### src/source/refill_pkg.sv
package refill_pkg;

    // ~~~~~~~~~~~~~~~~~~~~~~~~~~~~~~~~~~~~~~~~~~~~~~~~~~
    // Default sizes for the refill tracking unit
    // ~~~~~~~~~~~~~~~~~~~~~~~~~~~~~~~~~~~~~~~~~~~~~~~~~~

    // One port bit on top, one sequence bit below
    parameter int REFILL_ID_WIDTH   = 2;
    parameter int REFILL_ADDR_WIDTH = 16;
    parameter int REFILL_DATA_WIDTH = 32;

    parameter int TRACKER_DEPTH     = 4;

    // The arbiter and the ID format are built for exactly two ports
    parameter int NUM_PORTS         = 2;

    parameter int ERR_COUNT_WIDTH   = 8;   // Saturating unknown-response counter

endpackage

### src/source/miss_issuer.sv
`timescale 1ns/1ps

module miss_issuer
#(
    parameter int PORT_INDEX = 0,
    parameter int ID_WIDTH   = refill_pkg::REFILL_ID_WIDTH,
    parameter int ADDR_WIDTH = refill_pkg::REFILL_ADDR_WIDTH
)
(
    input  logic                  clk,
    input  logic                  rst_n,

    input  logic                  miss_i,
    input  logic [ADDR_WIDTH-1:0] miss_addr_i,
    output logic                  busy_o,

    input  logic                  grant_i,
    output logic                  req_o,
    output logic [ADDR_WIDTH-1:0] req_addr_o,
    output logic [ID_WIDTH-1:0]   req_id_o
);

    localparam int SEQ_WIDTH = ID_WIDTH - 1;

    logic                  pending_q;
    logic [ADDR_WIDTH-1:0] addr_q;
    logic [SEQ_WIDTH-1:0]  seq_q;

    // A miss is only taken when nothing is held
    always_ff @(posedge clk or negedge rst_n)
    begin
        if (!rst_n)
        begin
            pending_q <= 1'b0;
            seq_q     <= '0;
        end
        else if (grant_i)
        begin
            pending_q <= 1'b0;
            seq_q     <= seq_q + 1'b1;   // Wraps through the port's IDs
        end
        else if (miss_i && !pending_q)
        begin
            pending_q <= 1'b1;
        end
    end

    always_ff @(posedge clk)
    begin
        if (miss_i && !pending_q)
            addr_q <= miss_addr_i;
    end

    assign busy_o     = pending_q;
    assign req_o      = pending_q;
    assign req_addr_o = addr_q;

    // Port number sits in the top ID bit
    assign req_id_o   = {1'(PORT_INDEX), seq_q};

endmodule

### src/source/onehot_to_bin.sv
`timescale 1ns/1ps

module onehot_to_bin
#(
    parameter int ONEHOT_WIDTH = 4
)
(
    input  logic [ONEHOT_WIDTH-1:0]                                onehot_i,
    output logic [((ONEHOT_WIDTH > 1) ? $clog2(ONEHOT_WIDTH) : 1)-1:0] bin_o
);

    localparam int BIN_WIDTH = (ONEHOT_WIDTH > 1) ? $clog2(ONEHOT_WIDTH) : 1;

    // Each set bit contributes its own index, so one hot bit gives its position
    always_comb
    begin
        bin_o = '0;
        for (int i = 0; i < ONEHOT_WIDTH; i++)
        begin
            if (onehot_i[i])
                bin_o = bin_o | BIN_WIDTH'(i);
        end
    end

endmodule

### src/source/refill_arbiter.sv
`timescale 1ns/1ps

module refill_arbiter
#(
    parameter int ID_WIDTH   = refill_pkg::REFILL_ID_WIDTH,
    parameter int ADDR_WIDTH = refill_pkg::REFILL_ADDR_WIDTH
)
(
    input  logic                               clk,
    input  logic                               rst_n,

    input  logic [refill_pkg::NUM_PORTS-1:0]   req_i,
    input  logic [ADDR_WIDTH-1:0]              addr0_i,
    input  logic [ADDR_WIDTH-1:0]              addr1_i,
    input  logic [ID_WIDTH-1:0]                id0_i,
    input  logic [ID_WIDTH-1:0]                id1_i,
    output logic [refill_pkg::NUM_PORTS-1:0]   grant_o,

    output logic                               check_req_o,
    output logic [ID_WIDTH-1:0]                check_id_o,
    input  logic                               check_hit_i,
    input  logic                               full_i,
    output logic                               push_o,
    output logic [ID_WIDTH-1:0]                push_id_o,

    output logic                               mem_req_o,
    output logic [ADDR_WIDTH-1:0]              mem_addr_o,
    output logic [ID_WIDTH-1:0]                mem_id_o
);

    import refill_pkg::*;

    logic rr_ptr_q;   // Preferred port
    logic cand;
    logic grant;

    // A blocked candidate stalls both ports, there is no skipping
    assign cand        = req_i[rr_ptr_q] ? rr_ptr_q : !rr_ptr_q;
    assign check_req_o = |req_i;
    assign check_id_o  = cand ? id1_i : id0_i;
    assign grant       = check_req_o && !full_i && !check_hit_i;

    assign grant_o   = {{(NUM_PORTS-1){1'b0}}, grant} << cand;
    assign push_o    = grant;
    assign push_id_o = check_id_o;

    always_ff @(posedge clk or negedge rst_n)
    begin
        if (!rst_n)
        begin
            rr_ptr_q  <= 1'b0;
            mem_req_o <= 1'b0;
        end
        else
        begin
            mem_req_o <= grant;
            if (grant)
                rr_ptr_q <= !cand;   // The port not granted goes first next time
        end
    end

    always_ff @(posedge clk)
    begin
        if (grant)
        begin
            mem_addr_o <= cand ? addr1_i : addr0_i;
            mem_id_o   <= check_id_o;
        end
    end

endmodule

### src/source/refill_return.sv
`timescale 1ns/1ps

module refill_return
#(
    parameter int ID_WIDTH   = refill_pkg::REFILL_ID_WIDTH,
    parameter int DATA_WIDTH = refill_pkg::REFILL_DATA_WIDTH
)
(
    input  logic                                   clk,
    input  logic                                   rst_n,

    input  logic                                   resp_i,
    input  logic [ID_WIDTH-1:0]                    resp_id_i,
    input  logic [DATA_WIDTH-1:0]                  resp_data_i,
    input  logic                                   pop_error_i,

    output logic [refill_pkg::NUM_PORTS-1:0]       refill_done_o,
    output logic [DATA_WIDTH-1:0]                  refill_data_o,
    output logic                                   resp_error_o,
    output logic [refill_pkg::ERR_COUNT_WIDTH-1:0] err_count_o
);

    import refill_pkg::*;

    logic resp_good;
    logic resp_bad;

    assign resp_good = resp_i && !pop_error_i;
    assign resp_bad  = resp_i && pop_error_i;

    always_ff @(posedge clk or negedge rst_n)
    begin
        if (!rst_n)
        begin
            refill_done_o <= '0;
            resp_error_o  <= 1'b0;
            err_count_o   <= '0;
        end
        else
        begin
            // Owning port is the top ID bit
            refill_done_o <= {{(NUM_PORTS-1){1'b0}}, resp_good} << resp_id_i[ID_WIDTH-1];
            resp_error_o  <= resp_bad;
            if (resp_bad && (err_count_o != {ERR_COUNT_WIDTH{1'b1}}))
                err_count_o <= err_count_o + 1'b1;   // Holds at all ones
        end
    end

    always_ff @(posedge clk)
    begin
        if (resp_good)
            refill_data_o <= resp_data_i;
    end

endmodule

### src/source/refill_tracker.sv
`timescale 1ns/1ps

module refill_tracker
#(
    parameter int ID_WIDTH = refill_pkg::REFILL_ID_WIDTH,
    parameter int DEPTH    = refill_pkg::TRACKER_DEPTH
)
(
    input  logic                clk,
    input  logic                rst_n,

    input  logic                push_i,
    input  logic [ID_WIDTH-1:0] push_id_i,
    output logic                full_o,

    input  logic                pop_i,
    input  logic [ID_WIDTH-1:0] pop_id_i,
    output logic                pop_error_o,

    input  logic                check_req_i,
    input  logic [ID_WIDTH-1:0] check_id_i,
    output logic                check_hit_o
);

    localparam int IDX_WIDTH = (DEPTH > 1) ? $clog2(DEPTH) : 1;

    logic [DEPTH-1:0]     valid_q;
    logic [ID_WIDTH-1:0]  id_table_q [DEPTH];

    logic [DEPTH-1:0]     free_onehot;
    logic [DEPTH-1:0]     pop_match;
    logic [DEPTH-1:0]     check_match;
    logic [IDX_WIDTH-1:0] push_index;
    logic [IDX_WIDTH-1:0] pop_index;

    // ~~~~~~~~~~~~~~~~~~~~~~~~~~~~~~~~~~~~~~~~~~~~~~~~~~
    // Entry search
    // ~~~~~~~~~~~~~~~~~~~~~~~~~~~~~~~~~~~~~~~~~~~~~~~~~~

    // Lowest free entry, as a one-hot vector
    always_comb
    begin
        free_onehot = '0;
        for (int i = DEPTH - 1; i >= 0; i--)
        begin
            if (!valid_q[i])
                free_onehot = DEPTH'(1) << i;
        end
    end

    always_comb
    begin
        for (int i = 0; i < DEPTH; i++)
        begin
            pop_match[i]   = valid_q[i] && (id_table_q[i] == pop_id_i);
            check_match[i] = valid_q[i] && (id_table_q[i] == check_id_i);
        end
    end

    onehot_to_bin #(.ONEHOT_WIDTH(DEPTH)) push_enc_inst (.onehot_i(free_onehot), .bin_o(push_index));
    onehot_to_bin #(.ONEHOT_WIDTH(DEPTH)) pop_enc_inst  (.onehot_i(pop_match),   .bin_o(pop_index));

    assign full_o      = &valid_q;
    assign pop_error_o = pop_i && !(|pop_match);   // Nothing changes on a bad pop
    assign check_hit_o = check_req_i && (|check_match);

    // ~~~~~~~~~~~~~~~~~~~~~~~~~~~~~~~~~~~~~~~~~~~~~~~~~~
    // Table update
    // ~~~~~~~~~~~~~~~~~~~~~~~~~~~~~~~~~~~~~~~~~~~~~~~~~~

    always_ff @(posedge clk or negedge rst_n)
    begin
        if (!rst_n)
        begin
            valid_q <= '0;
        end
        else
        begin
            // The popped entry is valid, so it never collides with the free one
            if (pop_i && (|pop_match))
                valid_q[pop_index] <= 1'b0;
            if (push_i && !full_o)
                valid_q[push_index] <= 1'b1;
        end
    end

    always_ff @(posedge clk)
    begin
        if (push_i && !full_o)
            id_table_q[push_index] <= push_id_i;
    end

endmodule

### src/source/refill_unit_top.sv
`timescale 1ns/1ps

module refill_unit_top
#(
    parameter int ID_WIDTH   = refill_pkg::REFILL_ID_WIDTH,
    parameter int ADDR_WIDTH = refill_pkg::REFILL_ADDR_WIDTH,
    parameter int DATA_WIDTH = refill_pkg::REFILL_DATA_WIDTH,
    parameter int DEPTH      = refill_pkg::TRACKER_DEPTH
)
(
    input  logic                                   clk,
    input  logic                                   rst_n,

    input  logic [refill_pkg::NUM_PORTS-1:0]       miss_i,
    input  logic [ADDR_WIDTH-1:0]                  miss_addr0_i,
    input  logic [ADDR_WIDTH-1:0]                  miss_addr1_i,
    output logic [refill_pkg::NUM_PORTS-1:0]       busy_o,

    output logic                                   mem_req_o,
    output logic [ADDR_WIDTH-1:0]                  mem_addr_o,
    output logic [ID_WIDTH-1:0]                    mem_id_o,
    input  logic                                   mem_resp_i,
    input  logic [ID_WIDTH-1:0]                    mem_resp_id_i,
    input  logic [DATA_WIDTH-1:0]                  mem_resp_data_i,

    output logic [refill_pkg::NUM_PORTS-1:0]       refill_done_o,
    output logic [DATA_WIDTH-1:0]                  refill_data_o,
    output logic                                   resp_error_o,
    output logic [refill_pkg::ERR_COUNT_WIDTH-1:0] err_count_o
);

    import refill_pkg::*;

    logic [NUM_PORTS-1:0]  issue_req;
    logic [NUM_PORTS-1:0]  issue_grant;
    logic [ADDR_WIDTH-1:0] issue_addr0;
    logic [ADDR_WIDTH-1:0] issue_addr1;
    logic [ID_WIDTH-1:0]   issue_id0;
    logic [ID_WIDTH-1:0]   issue_id1;

    logic                  check_req;
    logic [ID_WIDTH-1:0]   check_id;
    logic                  check_hit;
    logic                  tracker_full;
    logic                  push;
    logic [ID_WIDTH-1:0]   push_id;
    logic                  pop_error;

    // ~~~~~~~~~~~~~~~~~~~~~~~~~~~~~~~~~~~~~~~~~~~~~~~~~~
    // Request side
    // ~~~~~~~~~~~~~~~~~~~~~~~~~~~~~~~~~~~~~~~~~~~~~~~~~~

    miss_issuer #(.PORT_INDEX(0), .ID_WIDTH(ID_WIDTH), .ADDR_WIDTH(ADDR_WIDTH)) miss_issuer0_inst
    (
        .clk        (clk),
        .rst_n      (rst_n),
        .miss_i     (miss_i[0]),
        .miss_addr_i(miss_addr0_i),
        .busy_o     (busy_o[0]),
        .grant_i    (issue_grant[0]),
        .req_o      (issue_req[0]),
        .req_addr_o (issue_addr0),
        .req_id_o   (issue_id0)
    );

    miss_issuer #(.PORT_INDEX(1), .ID_WIDTH(ID_WIDTH), .ADDR_WIDTH(ADDR_WIDTH)) miss_issuer1_inst
    (
        .clk        (clk),
        .rst_n      (rst_n),
        .miss_i     (miss_i[1]),
        .miss_addr_i(miss_addr1_i),
        .busy_o     (busy_o[1]),
        .grant_i    (issue_grant[1]),
        .req_o      (issue_req[1]),
        .req_addr_o (issue_addr1),
        .req_id_o   (issue_id1)
    );

    refill_arbiter #(.ID_WIDTH(ID_WIDTH), .ADDR_WIDTH(ADDR_WIDTH)) refill_arbiter_inst
    (
        .clk        (clk),
        .rst_n      (rst_n),
        .req_i      (issue_req),
        .addr0_i    (issue_addr0),
        .addr1_i    (issue_addr1),
        .id0_i      (issue_id0),
        .id1_i      (issue_id1),
        .grant_o    (issue_grant),
        .check_req_o(check_req),
        .check_id_o (check_id),
        .check_hit_i(check_hit),
        .full_i     (tracker_full),
        .push_o     (push),
        .push_id_o  (push_id),
        .mem_req_o  (mem_req_o),
        .mem_addr_o (mem_addr_o),
        .mem_id_o   (mem_id_o)
    );

    // ~~~~~~~~~~~~~~~~~~~~~~~~~~~~~~~~~~~~~~~~~~~~~~~~~~
    // Tracking and response side
    // ~~~~~~~~~~~~~~~~~~~~~~~~~~~~~~~~~~~~~~~~~~~~~~~~~~

    refill_tracker #(.ID_WIDTH(ID_WIDTH), .DEPTH(DEPTH)) refill_tracker_inst
    (
        .clk        (clk),
        .rst_n      (rst_n),
        .push_i     (push),
        .push_id_i  (push_id),
        .full_o     (tracker_full),
        .pop_i      (mem_resp_i),
        .pop_id_i   (mem_resp_id_i),
        .pop_error_o(pop_error),
        .check_req_i(check_req),
        .check_id_i (check_id),
        .check_hit_o(check_hit)
    );

    refill_return #(.ID_WIDTH(ID_WIDTH), .DATA_WIDTH(DATA_WIDTH)) refill_return_inst
    (
        .clk          (clk),
        .rst_n        (rst_n),
        .resp_i       (mem_resp_i),
        .resp_id_i    (mem_resp_id_i),
        .resp_data_i  (mem_resp_data_i),
        .pop_error_i  (pop_error),
        .refill_done_o(refill_done_o),
        .refill_data_o(refill_data_o),
        .resp_error_o (resp_error_o),
        .err_count_o  (err_count_o)
    );

endmodule

### config.mk
export PLATFORM = sky130hd
export DESIGN_NAME = refill_unit_top
export DESIGN_NICKNAME = d
export VERILOG_FILES = /design/src/source/refill_pkg.sv /design/src/source/miss_issuer.sv /design/src/source/onehot_to_bin.sv /design/src/source/refill_arbiter.sv /design/src/source/refill_return.sv /design/src/source/refill_tracker.sv /design/src/source/refill_unit_top.sv
export SDC_FILE = /design/constraint.sdc
export NUM_CORES = 1
export LEC_CHECK = 0
export ABC_AREA = 1
export CORE_MARGIN = 3
export CORE_UTILIZATION = 38
export DETAILED_ROUTE_END_ITERATION = 6
export DONT_BUFFER_PORTS = 1
export SKIP_CTS_REPAIR_TIMING = 1
export SYNTH_ARGS = -nofsm -noshare
export SYNTH_HDL_FRONTEND = slang
export SYNTH_HIERARCHICAL = 1
export SYNTH_SLANG_ARGS = --single-unit
### constraint.sdc
create_clock -name clk -period 4.6 [get_ports clk]
set_input_delay 1.38 -clock clk [delete_from_list [all_inputs] [get_ports clk]]
set_output_delay 1.38 -clock clk [all_outputs]
set_load 0.05 [all_outputs]
==> results of run 1 <==
[power by group]
| part | leakage [nW] | internal, W | switching (W) | total, W |
|---|---|---|---|---|
| logic | 0.740 | 0.000286 | 0.000653 | 0.000940 |
| clock network | 0.153 | 0.000438 | 0.000359 | 0.000796 |
| registers | 1.12 | 0.00153 | 0.000759 | 0.00229 |
| total | 2.01 | 0.00226 | 0.00177 | 0.00403 |
[worst paths after layout]
check / startpoint / to / slack [ns] / cells past startpoint
worst max-delay path: miss_issuer0_inst/busy_o / refill_tracker_inst/id_table_q[0][1] / 1.08 / 13
worst min-delay path: miss_issuer1_inst/seq_q / miss_issuer1_inst/seq_q / 0.50 / 2
worst max register to register: miss_issuer0_inst/busy_o / refill_tracker_inst/id_table_q[0][1] / 1.08 / 13
worst min register to register: miss_issuer1_inst/seq_q / miss_issuer1_inst/seq_q / 0.50 / 2
max in group asynchronous: rst_n / refill_return_inst/err_count_o[5] / 3.80 / 0
min in group asynchronous: rst_n / refill_return_inst/resp_error_o / 0.72 / 0
[layout make-up]
| class | instances | area (um^2) | share of cell area, % |
|---|---|---|---|
| inverters | 47 | 179 | 3.68 |
| well taps | 140 | 175 | 3.60 |
| clock buffers | 10 | 229 | 4.71 |
| clock inverters | 6 | 81.3 | 1.67 |
| repair buffers | 4 | 30.0 | 0.617 |
| flip-flops and latches | 111 | 3230 | 66.3 |
| multi-input cells | 209 | 943 | 19.4 |
[state kept, by name, summed over array words and instances, names as in the netlist]
name	count
refill_arbiter_inst/rr_ptr_q	1
miss_issuer1_inst/seq_q	1
refill_arbiter_inst/mem_addr_o	16
refill_arbiter_inst/mem_req_o	1
refill_return_inst/refill_data_o	32
miss_issuer0_inst/busy_o	1
refill_arbiter_inst/mem_id_o	2
miss_issuer0_inst/seq_q	1
refill_return_inst/refill_done_o	2
refill_tracker_inst/id_table_q	8
miss_issuer0_inst/req_addr_o	16
miss_issuer1_inst/busy_o	1
refill_return_inst/err_count_o	8
refill_tracker_inst/valid_q	4
refill_return_inst/resp_error_o	1
miss_issuer1_inst/req_addr_o	16
[kinds of logic (layout without fill, tap and decap cells)]
logic type,count (synthesis),after routing,synth area share [%]
simple gates,185,185,17.5
flops,111,111,72.8
buf+inv,59,67,6.04
compound gates,13,13,1.66
xor+xnor,8,8,1.58
other cells,2,2,0.169
fa+ha+maj,1,1,0.282
[tightest hold or removal path, delay by kind of cell (launching register included)]
family | cells | cell delay, ns
simple gates | 2 | 0.11
flops | 1 | 0.36
[synthesized netlist by cell type (2+ instances only)]
master,count
sky130_fd_sc_hd__nand4_1,2
sky130_fd_sc_hd__o21ai_0,4
sky130_fd_sc_hd__nor2_1,25
sky130_fd_sc_hd__nand3_1,14
sky130_fd_sc_hd__nand2_4,2
sky130_fd_sc_hd__buf_2,2
sky130_fd_sc_hd__nand2_2,4
sky130_fd_sc_hd__a21oi_1,3
sky130_fd_sc_hd__xor2_1,3
sky130_fd_sc_hd__inv_2,2
sky130_fd_sc_hd__nor2_2,6
sky130_fd_sc_hd__o21ai_1,3
sky130_fd_sc_hd__dfrtp_1,21
sky130_fd_sc_hd__inv_1,44
sky130_fd_sc_hd__conb_1,2
sky130_fd_sc_hd__xnor2_1,5
sky130_fd_sc_hd__nor3_1,5
sky130_fd_sc_hd__buf_4,9
sky130_fd_sc_hd__nand2_1,125
sky130_fd_sc_hd__edfxtp_1,90
[metal layers]
layer,track usage [%],part of all wire (%),wire (um),vias to the layer above
li1,-,-,-,1227
met5,0,0,0,-
met2,18.7,44,3440,126
met1,14.4,42,3230,1078
met3,7.53,12,948,10
met4,5.94,2.1,162,0
[metrics by stage]
step	setup WS, ns	cell area [um^2]	instances
after floorplan	0.955	4430	379
after global placement	1.15	4560	511
after detailed placement	1.04	4560	511
after CTS	1.03	4870	527
after global routing	0.587	4870	527
final	1.08	4870	527
==> summary.log, run 1 <==
INFO  place          post-dp-hpwl=5.72mm
INFO  finish         final_net_count=454
INFO  finish         area_growth_syn_to_layout=9.73%
INFO  pwr            peakVddDrop=0.416mV
INFO  hold_path      hold_path.class=flop to flop
INFO  grt            global_route.overflow_total=0
INFO  sta            grt_setup_unrepaired=false
INFO  logic_synthesis synth_edf_count=90
INFO  logic_synthesis ys_warn_count=6
INFO  drt            route.antenna.remaining_nets=0
INFO  pwr            power.static_leakage=2.01nW
INFO  setup_path     critPathKind=flop to flop
INFO  die            initial_utilization=39.9%
INFO  setup_path     worstPathMaxFanout=21
INFO  drt            dr.first_iter.drc_count=135
INFO  logic_synthesis synthesis.nets=451
INFO  clock_network  clkSinkCount=111
INFO  drt            route.detailed.wl_per_inst=14.8um
INFO  sta            period_minus_slack=3.52ns
INFO  drt            wl=7.78mm
INFO  clock_network  cts_tree=built
INFO  logic_synthesis syn_inst=379
INFO  drt            number_of_vias_per_cell_after_detailed_routing=4.63
INFO  logic_synthesis netlist_top_cells_area=sky130_fd_sc_hd__edfxtp_1, sky130_fd_sc_hd__dfrtp_1, sky130_fd_sc_hd__nand2_1
INFO  setup_path     critical_path.max_stage_delay=0.69ns
INFO  die            design.portCount=135
INFO  job            maxCapViolations=0
INFO  grt            number_of_antenna_violations_at_the_first_check_in_global_routing=0
INFO  clock_network  cts-root-to-sink-buffers=2
INFO  die            fp.coreArea=11100um^2
INFO  logic_synthesis postSynth.asyncResetShare=18.9%
INFO  grt            grt_pass1_vias=2341
INFO  grt            grt.total_usage=12.5%
INFO  sta            fin_worst_skew=0.00871ns
INFO  sta            holdWs=0.496ns
INFO  place          routabilityCongestion=0.804
INFO  setup_path     critPathLaunchType=flop
INFO  logic_synthesis synth-main-ff-cell=sky130_fd_sc_hd__edfxtp_1
INFO  sta            timing_worst_slew_pin_value=0.734ns
INFO  drt            detail_route.drc_violations=0
INFO  logic_synthesis netlist.top_cell.by_area=sky130_fd_sc_hd__edfxtp_1
INFO  logic_synthesis postSynthAreaPerCell=11.7um^2
INFO  clock_network  post_cts_clock_slew_at_the_launch_and_capture_registers_of_the_worst_setup_and_hold_paths=0.07ns
INFO  setup_path     cp-end-kind=flop
INFO  finish         layout_commonest_cell=sky130_fd_sc_hd__nand2_1
INFO  clock_network  tritoncts.num_buffers=9
INFO  setup_path     critical_path.most_common_cell=sky130_fd_sc_hd__nand2_1
INFO  setup_path     crit_path_slowest_cell=sky130_fd_sc_hd__o21ai_2
INFO  status         run_status=complete, no violations
INFO  finish         drive_gt1_share=9.82%
INFO  finish         insertedDiodeCount=0
INFO  logic_synthesis synth_seq_area_share=72.8%
INFO  sta            finalHoldViolCount=0
INFO  grt            maximum_number_of_pins_on_one_net_before_global_route_repair=33
INFO  drt            via_count=2441
INFO  logic_synthesis synth.distinct_cells=28
INFO  die            die_area=13000um^2
INFO  finish         filler_cell_count=1030
INFO  sta            drv_slew=0
INFO  sta            setup_viol_count_final=0
INFO  logic_synthesis flops_latches_synth=111
INFO  pwr            p_per_area=828nW/um^2
INFO  clock_network  clkLatencyLatePin=0.35ns
INFO  setup_path     worst_ep_required_time=4.61ns
INFO  setup_path     crit_arrival=3.53ns
INFO  finish         layout_common_cells=sky130_fd_sc_hd__nand2_1, sky130_fd_sc_hd__edfxtp_1, sky130_fd_sc_hd__inv_1, sky130_fd_sc_hd__nor2_1, sky130_fd_sc_hd__dfrtp_1
INFO  sta            timing.slew.headroom=51.1%
INFO  drt            drt_pre_antenna_iters=4
INFO  die            die_width=114um
INFO  setup_path     critPathTopFamily=simple AND/OR/NAND/NOR gates
INFO  sta            max_freq=284MHz
INFO  logic_synthesis syn_area=4430um^2
INFO  die            placement_rows=38
INFO  setup_path     path_buf_inv=2
INFO  die            fp.dieH=114um
INFO  finish         share_of_the_core_filled_with_cells_in_the_final_layout=43.7%
INFO  sta            final.period_utilization=76.4%
INFO  setup_path     critical_path.cell_chain=o21ai_2 -> nand2_1 -> nand2_1 -> xnor2_1 -> nand3_1 -> o21ai_0 -> o21a_1 -> inv_1 -> nand2_1 -> nor2_2 -> buf_4 -> nand2_1 -> nor3_1
INFO  clock_network  clock-root-buffer=sky130_fd_sc_hd__clkbuf_16
INFO  pwr            total_power=0.00403W
INFO  sta            final.setup.tns=0ns
INFO  place          port-buffer-count=0
INFO  logic_synthesis netlist.area_leader.share=60.9%
INFO  clock_network  cts.htree.levels=3
INFO  grt            global_route_wire_length_before_repair=12.1mm
(Power assumes the default switching activity.)
==> run 2: changes to the inputs <==
==> constraint.sdc (replaced) <==
create_clock -name clk -period 2.9 [get_ports clk]
set_input_delay 0.87 -clock clk [delete_from_list [all_inputs] [get_ports clk]]
set_output_delay 0.87 -clock clk [all_outputs]
set_load 0.05 [all_outputs]
==> run 2 against run 1 <==
Compared with the run above: sequential power is 56% higher; cell area is 0.87% higher; clock skew is 0.0056 ns higher; register-to-register slack worse by 0.71 ns; power is 61% higher; cell count is 0.95% higher; die area stayed put; critical path type unchanged; highest routed layer unchanged.
==> summary.log, run 2 (synthesis results as in run 1) <==
INFO  status         run_status=complete, no violations
INFO  finish         final_net_count=459 [+1.1%]
INFO  setup_path     cp-end-kind=flop
INFO  sta            timing_worst_slew_pin_value=0.722ns [-0.0120 ns]
INFO  sta            period_minus_slack=2.52ns [-0.991 ns]
INFO  pwr            peakVddDrop=0.492mV [+18%]
INFO  sta            drv_slew=0 [unchanged]
INFO  die            die_area=13000um^2 [unchanged]
INFO  grt            met1_demand_to_capacity_share_in_global_routing=14.8% [+0.42 points]
INFO  place          routabilityCongestion=0.867 [+8.0%]
INFO  grt            grt.total_usage=12.9% [+0.34 points]
INFO  die            design.portCount=135 [unchanged]
INFO  setup_path     reg2reg_setup_slack=0.38ns [-0.71 ns]
INFO  pwr            power.static_leakage=2.02nW [+0.58%]
INFO  sta            final.setup.tns=0ns [unchanged]
INFO  setup_path     crit_arrival=2.52ns [-1.01 ns]
INFO  setup_path     worstPathMaxFanout=9 [-57%]
INFO  finish         largest_register=refill_return_inst/refill_data_o
INFO  setup_path     reg2reg_to=refill_tracker_inst/id_table_q[1][1]
INFO  sta            setup_ws=0.376ns [-0.709 ns]
INFO  pwr            swShare=44.0% [about the same]
INFO  finish         area_growth_syn_to_layout=10.7%
INFO  place          post-place-ws=0.409ns [-0.631 ns]
INFO  pwr            intPower=0.00364W [+61%]
INFO  clock_network  clkSinkCount=111 [unchanged]
INFO  sta            timing.slew.headroom=51.9% [+0.80 points]
INFO  pwr            pwr-share-comb=26.1% [+2.8 points]
INFO  drt            route.detailed.wl_per_inst=15.1um [+2.5%]
INFO  die            fp.dieH=114um [unchanged]
INFO  sta            final.period_utilization=87.0% [+11 points]
INFO  drt            wl=8.05mm [+3.5%]
INFO  pwr            total_power=0.00650W [+61%]
INFO  grt            number_of_antenna_violations_at_the_first_check_in_global_routing=0 [unchanged]
INFO  grt            global_route.overflow_total=0 [unchanged]
INFO  clock_network  cts-root-to-sink-buffers=2 [unchanged]
INFO  finish         insertedDiodeCount=0 [unchanged]
INFO  sta            fin_worst_skew=0.0144ns [+0.00564 ns]
INFO  drt            detail_route.drc_violations=0 [unchanged]
INFO  grt            global_route_wire_length_before_repair=12.8mm [+6.0%]
INFO  clock_network  cts.htree.levels=3 [unchanged]
INFO  die            placement_rows=38 [unchanged]
INFO  die            initial_utilization=39.9% [unchanged]
INFO  finish         layout_common_cells=sky130_fd_sc_hd__nand2_1, sky130_fd_sc_hd__edfxtp_1, sky130_fd_sc_hd__inv_1, sky130_fd_sc_hd__nor2_1, sky130_fd_sc_hd__dfrtp_1
INFO  sta            grt_setup_unrepaired=false
INFO  setup_path     worst_ep_required_time=2.90ns [-1.71 ns]
INFO  grt            grt_busiest_layer=met2
INFO  grt            grt_pass1_vias=2458 [+5.0%]
INFO  clock_network  cts_tree=built
INFO  clock_network  clkLatencyLatePin=0.34ns [about the same]
INFO  pwr            power_frac_seq=55.0% [-1.9 points]
INFO  setup_path     critPathLaunchType=flop
INFO  pwr            share_clk_of_total_power=18.9% [-0.9 points]
INFO  die            fp.coreArea=11100um^2 [unchanged]
INFO  setup_path     timing.reg2reg.worst_path_depth=13 [unchanged]
INFO  sta            finalHoldViolCount=0 [unchanged]
INFO  drt            via_count=2496 [+2.3%]
INFO  sta            setup_viol_count_final=0 [unchanged]
INFO  clock_network  tritoncts.num_buffers=9 [unchanged]
INFO  finish         layout_commonest_cell=sky130_fd_sc_hd__nand2_1
INFO  grt            gr-usage-met3=5.46% [-2.1 points]
INFO  setup_path     timing.critical_path.from=refill_arbiter_inst/rr_ptr_q
INFO  drt            route.antenna.remaining_nets=0 [unchanged]
INFO  drt            dr.first_iter.drc_count=164 [+21%]
INFO  place          port-buffer-count=0 [unchanged]
INFO  clock_network  post_cts_clock_slew_at_the_launch_and_capture_registers_of_the_worst_setup_and_hold_paths=0.07ns [about the same]
INFO  die            die_width=114um [unchanged]
INFO  job            maxCapViolations=0 [unchanged]
INFO  finish         drive_gt1_share=11.5% [+1.7 points]
INFO  setup_path     critPathKind=flop to flop
INFO  grt            met2_usage=20.8% [+2.1 points]
INFO  setup_path     r2r-start=refill_arbiter_inst/rr_ptr_q
INFO  hold_path      hold_path.class=primary input to asynchronous set/reset pin
INFO  finish         flip_flop_count_of_the_largest_register_all_copies_and_words_added=32 [unchanged]
INFO  sta            max_freq=396MHz [+39%]
INFO  pwr            p_per_area=1330nW/um^2 [+60%]
INFO  drt            drt_pre_antenna_iters=4 [unchanged]
INFO  pwr            power_switching=0.00286W [+62%]
INFO  place          post-dp-hpwl=6.00mm [+4.9%]
INFO  clock_network  clock-root-buffer=sky130_fd_sc_hd__clkbuf_16
INFO  finish         filler_cell_count=1040 [+0.97%]
INFO  drt            number_of_vias_per_cell_after_detailed_routing=4.69 [+1.3%]
INFO  grt            maximum_number_of_pins_on_one_net_before_global_route_repair=33 [unchanged]
## run 2: cell count changes in the layout (fill, tap and decap cells not counted)
cell,delta
sky130_fd_sc_hd__nor2_4,+1
sky130_fd_sc_hd__clkinv_8,+1
sky130_fd_sc_hd__inv_8,-3
sky130_fd_sc_hd__nor2_2,-1
sky130_fd_sc_hd__buf_4,+5
sky130_fd_sc_hd__dfrtp_2,+2
sky130_fd_sc_hd__clkinvlp_4,+2
sky130_fd_sc_hd__dfrtp_1,-2
## run 2: worst max-delay path by stage
stage                                            to  depth (start not counted)  slack (ns)
3_3_place_gp                miss_issuer0_inst/seq_q                         16        0.50
3_5_place_dp   refill_tracker_inst/id_table_q[3][0]                         12        0.41
5_1_grt                     miss_issuer0_inst/seq_q                         16        0.02
2_1_floorplan  refill_tracker_inst/id_table_q[0][0]                         13       -0.03
4_1_cts        refill_tracker_inst/id_table_q[3][1]                         12        0.38
6_report       refill_tracker_inst/id_table_q[1][1]                         13        0.38
## run 2: power groups by stage
stage / sequential, W / clock [W] / combinational, W
floorplan: 0.00354 / 0 / 0.00133
global placement: 0.00361 / 0 / 0.00167
detailed placement: 0.00362 / 0 / 0.00171
CTS: 0.00359 / 0.00129 / 0.00172
global route: 0.00364 / 0.00133 / 0.00197
finish: 0.00358 / 0.00123 / 0.00170
## run 2: area by class of cell
cell class | instances | area [um^2] | share of cell area [%]
clock buffer | 10 | 229 | 4.66
sequential | 111 | 3230 | 65.8
multi-input combinational | 209 | 948 | 19.3
clock inverter | 6 | 78.8 | 1.61
inverter | 47 | 179 | 3.65
tap | 140 | 175 | 3.57
timing repair buffer | 9 | 67.6 | 1.38
## run 2: metrics by stage
step           hold slack (ns)  cells  util [%]  cell area, um^2
4_1_cts                  0.196    532      44.1             4910
6_report                 0.215    532      44.1             4910
3_3_place_gp             0.492    516      41.4             4600
2_1_floorplan            0.463    379         -             4450
5_1_grt                  0.197    532      44.1             4910
3_5_place_dp             0.496    516      41.4             4600
## run 2: critical path, cell delays in order (launching register included)
cell	delay, ns
sky130_fd_sc_hd__dfrtp_1	0.43
sky130_fd_sc_hd__nand2_1	0.10
sky130_fd_sc_hd__o21ai_2	0.07
sky130_fd_sc_hd__nand2_1	0.06
sky130_fd_sc_hd__nand2_1	0.23
sky130_fd_sc_hd__xnor2_1	0.22
sky130_fd_sc_hd__nand3_1	0.10
sky130_fd_sc_hd__o21ai_0	0.08
sky130_fd_sc_hd__o21a_1	0.20
sky130_fd_sc_hd__inv_1	0.05
sky130_fd_sc_hd__nand2_1	0.07
sky130_fd_sc_hd__nor2_4	0.11
sky130_fd_sc_hd__nand2_1	0.11
sky130_fd_sc_hd__nor3_1	0.34
## run 2: layer usage
layer | share of wire [%] | up-vias
li1 | - | 1237
met3 | 11 | 12
met5 | 0 | -
met1 | 41 | 1122
met2 | 46 | 125
met4 | 1.9 | 0
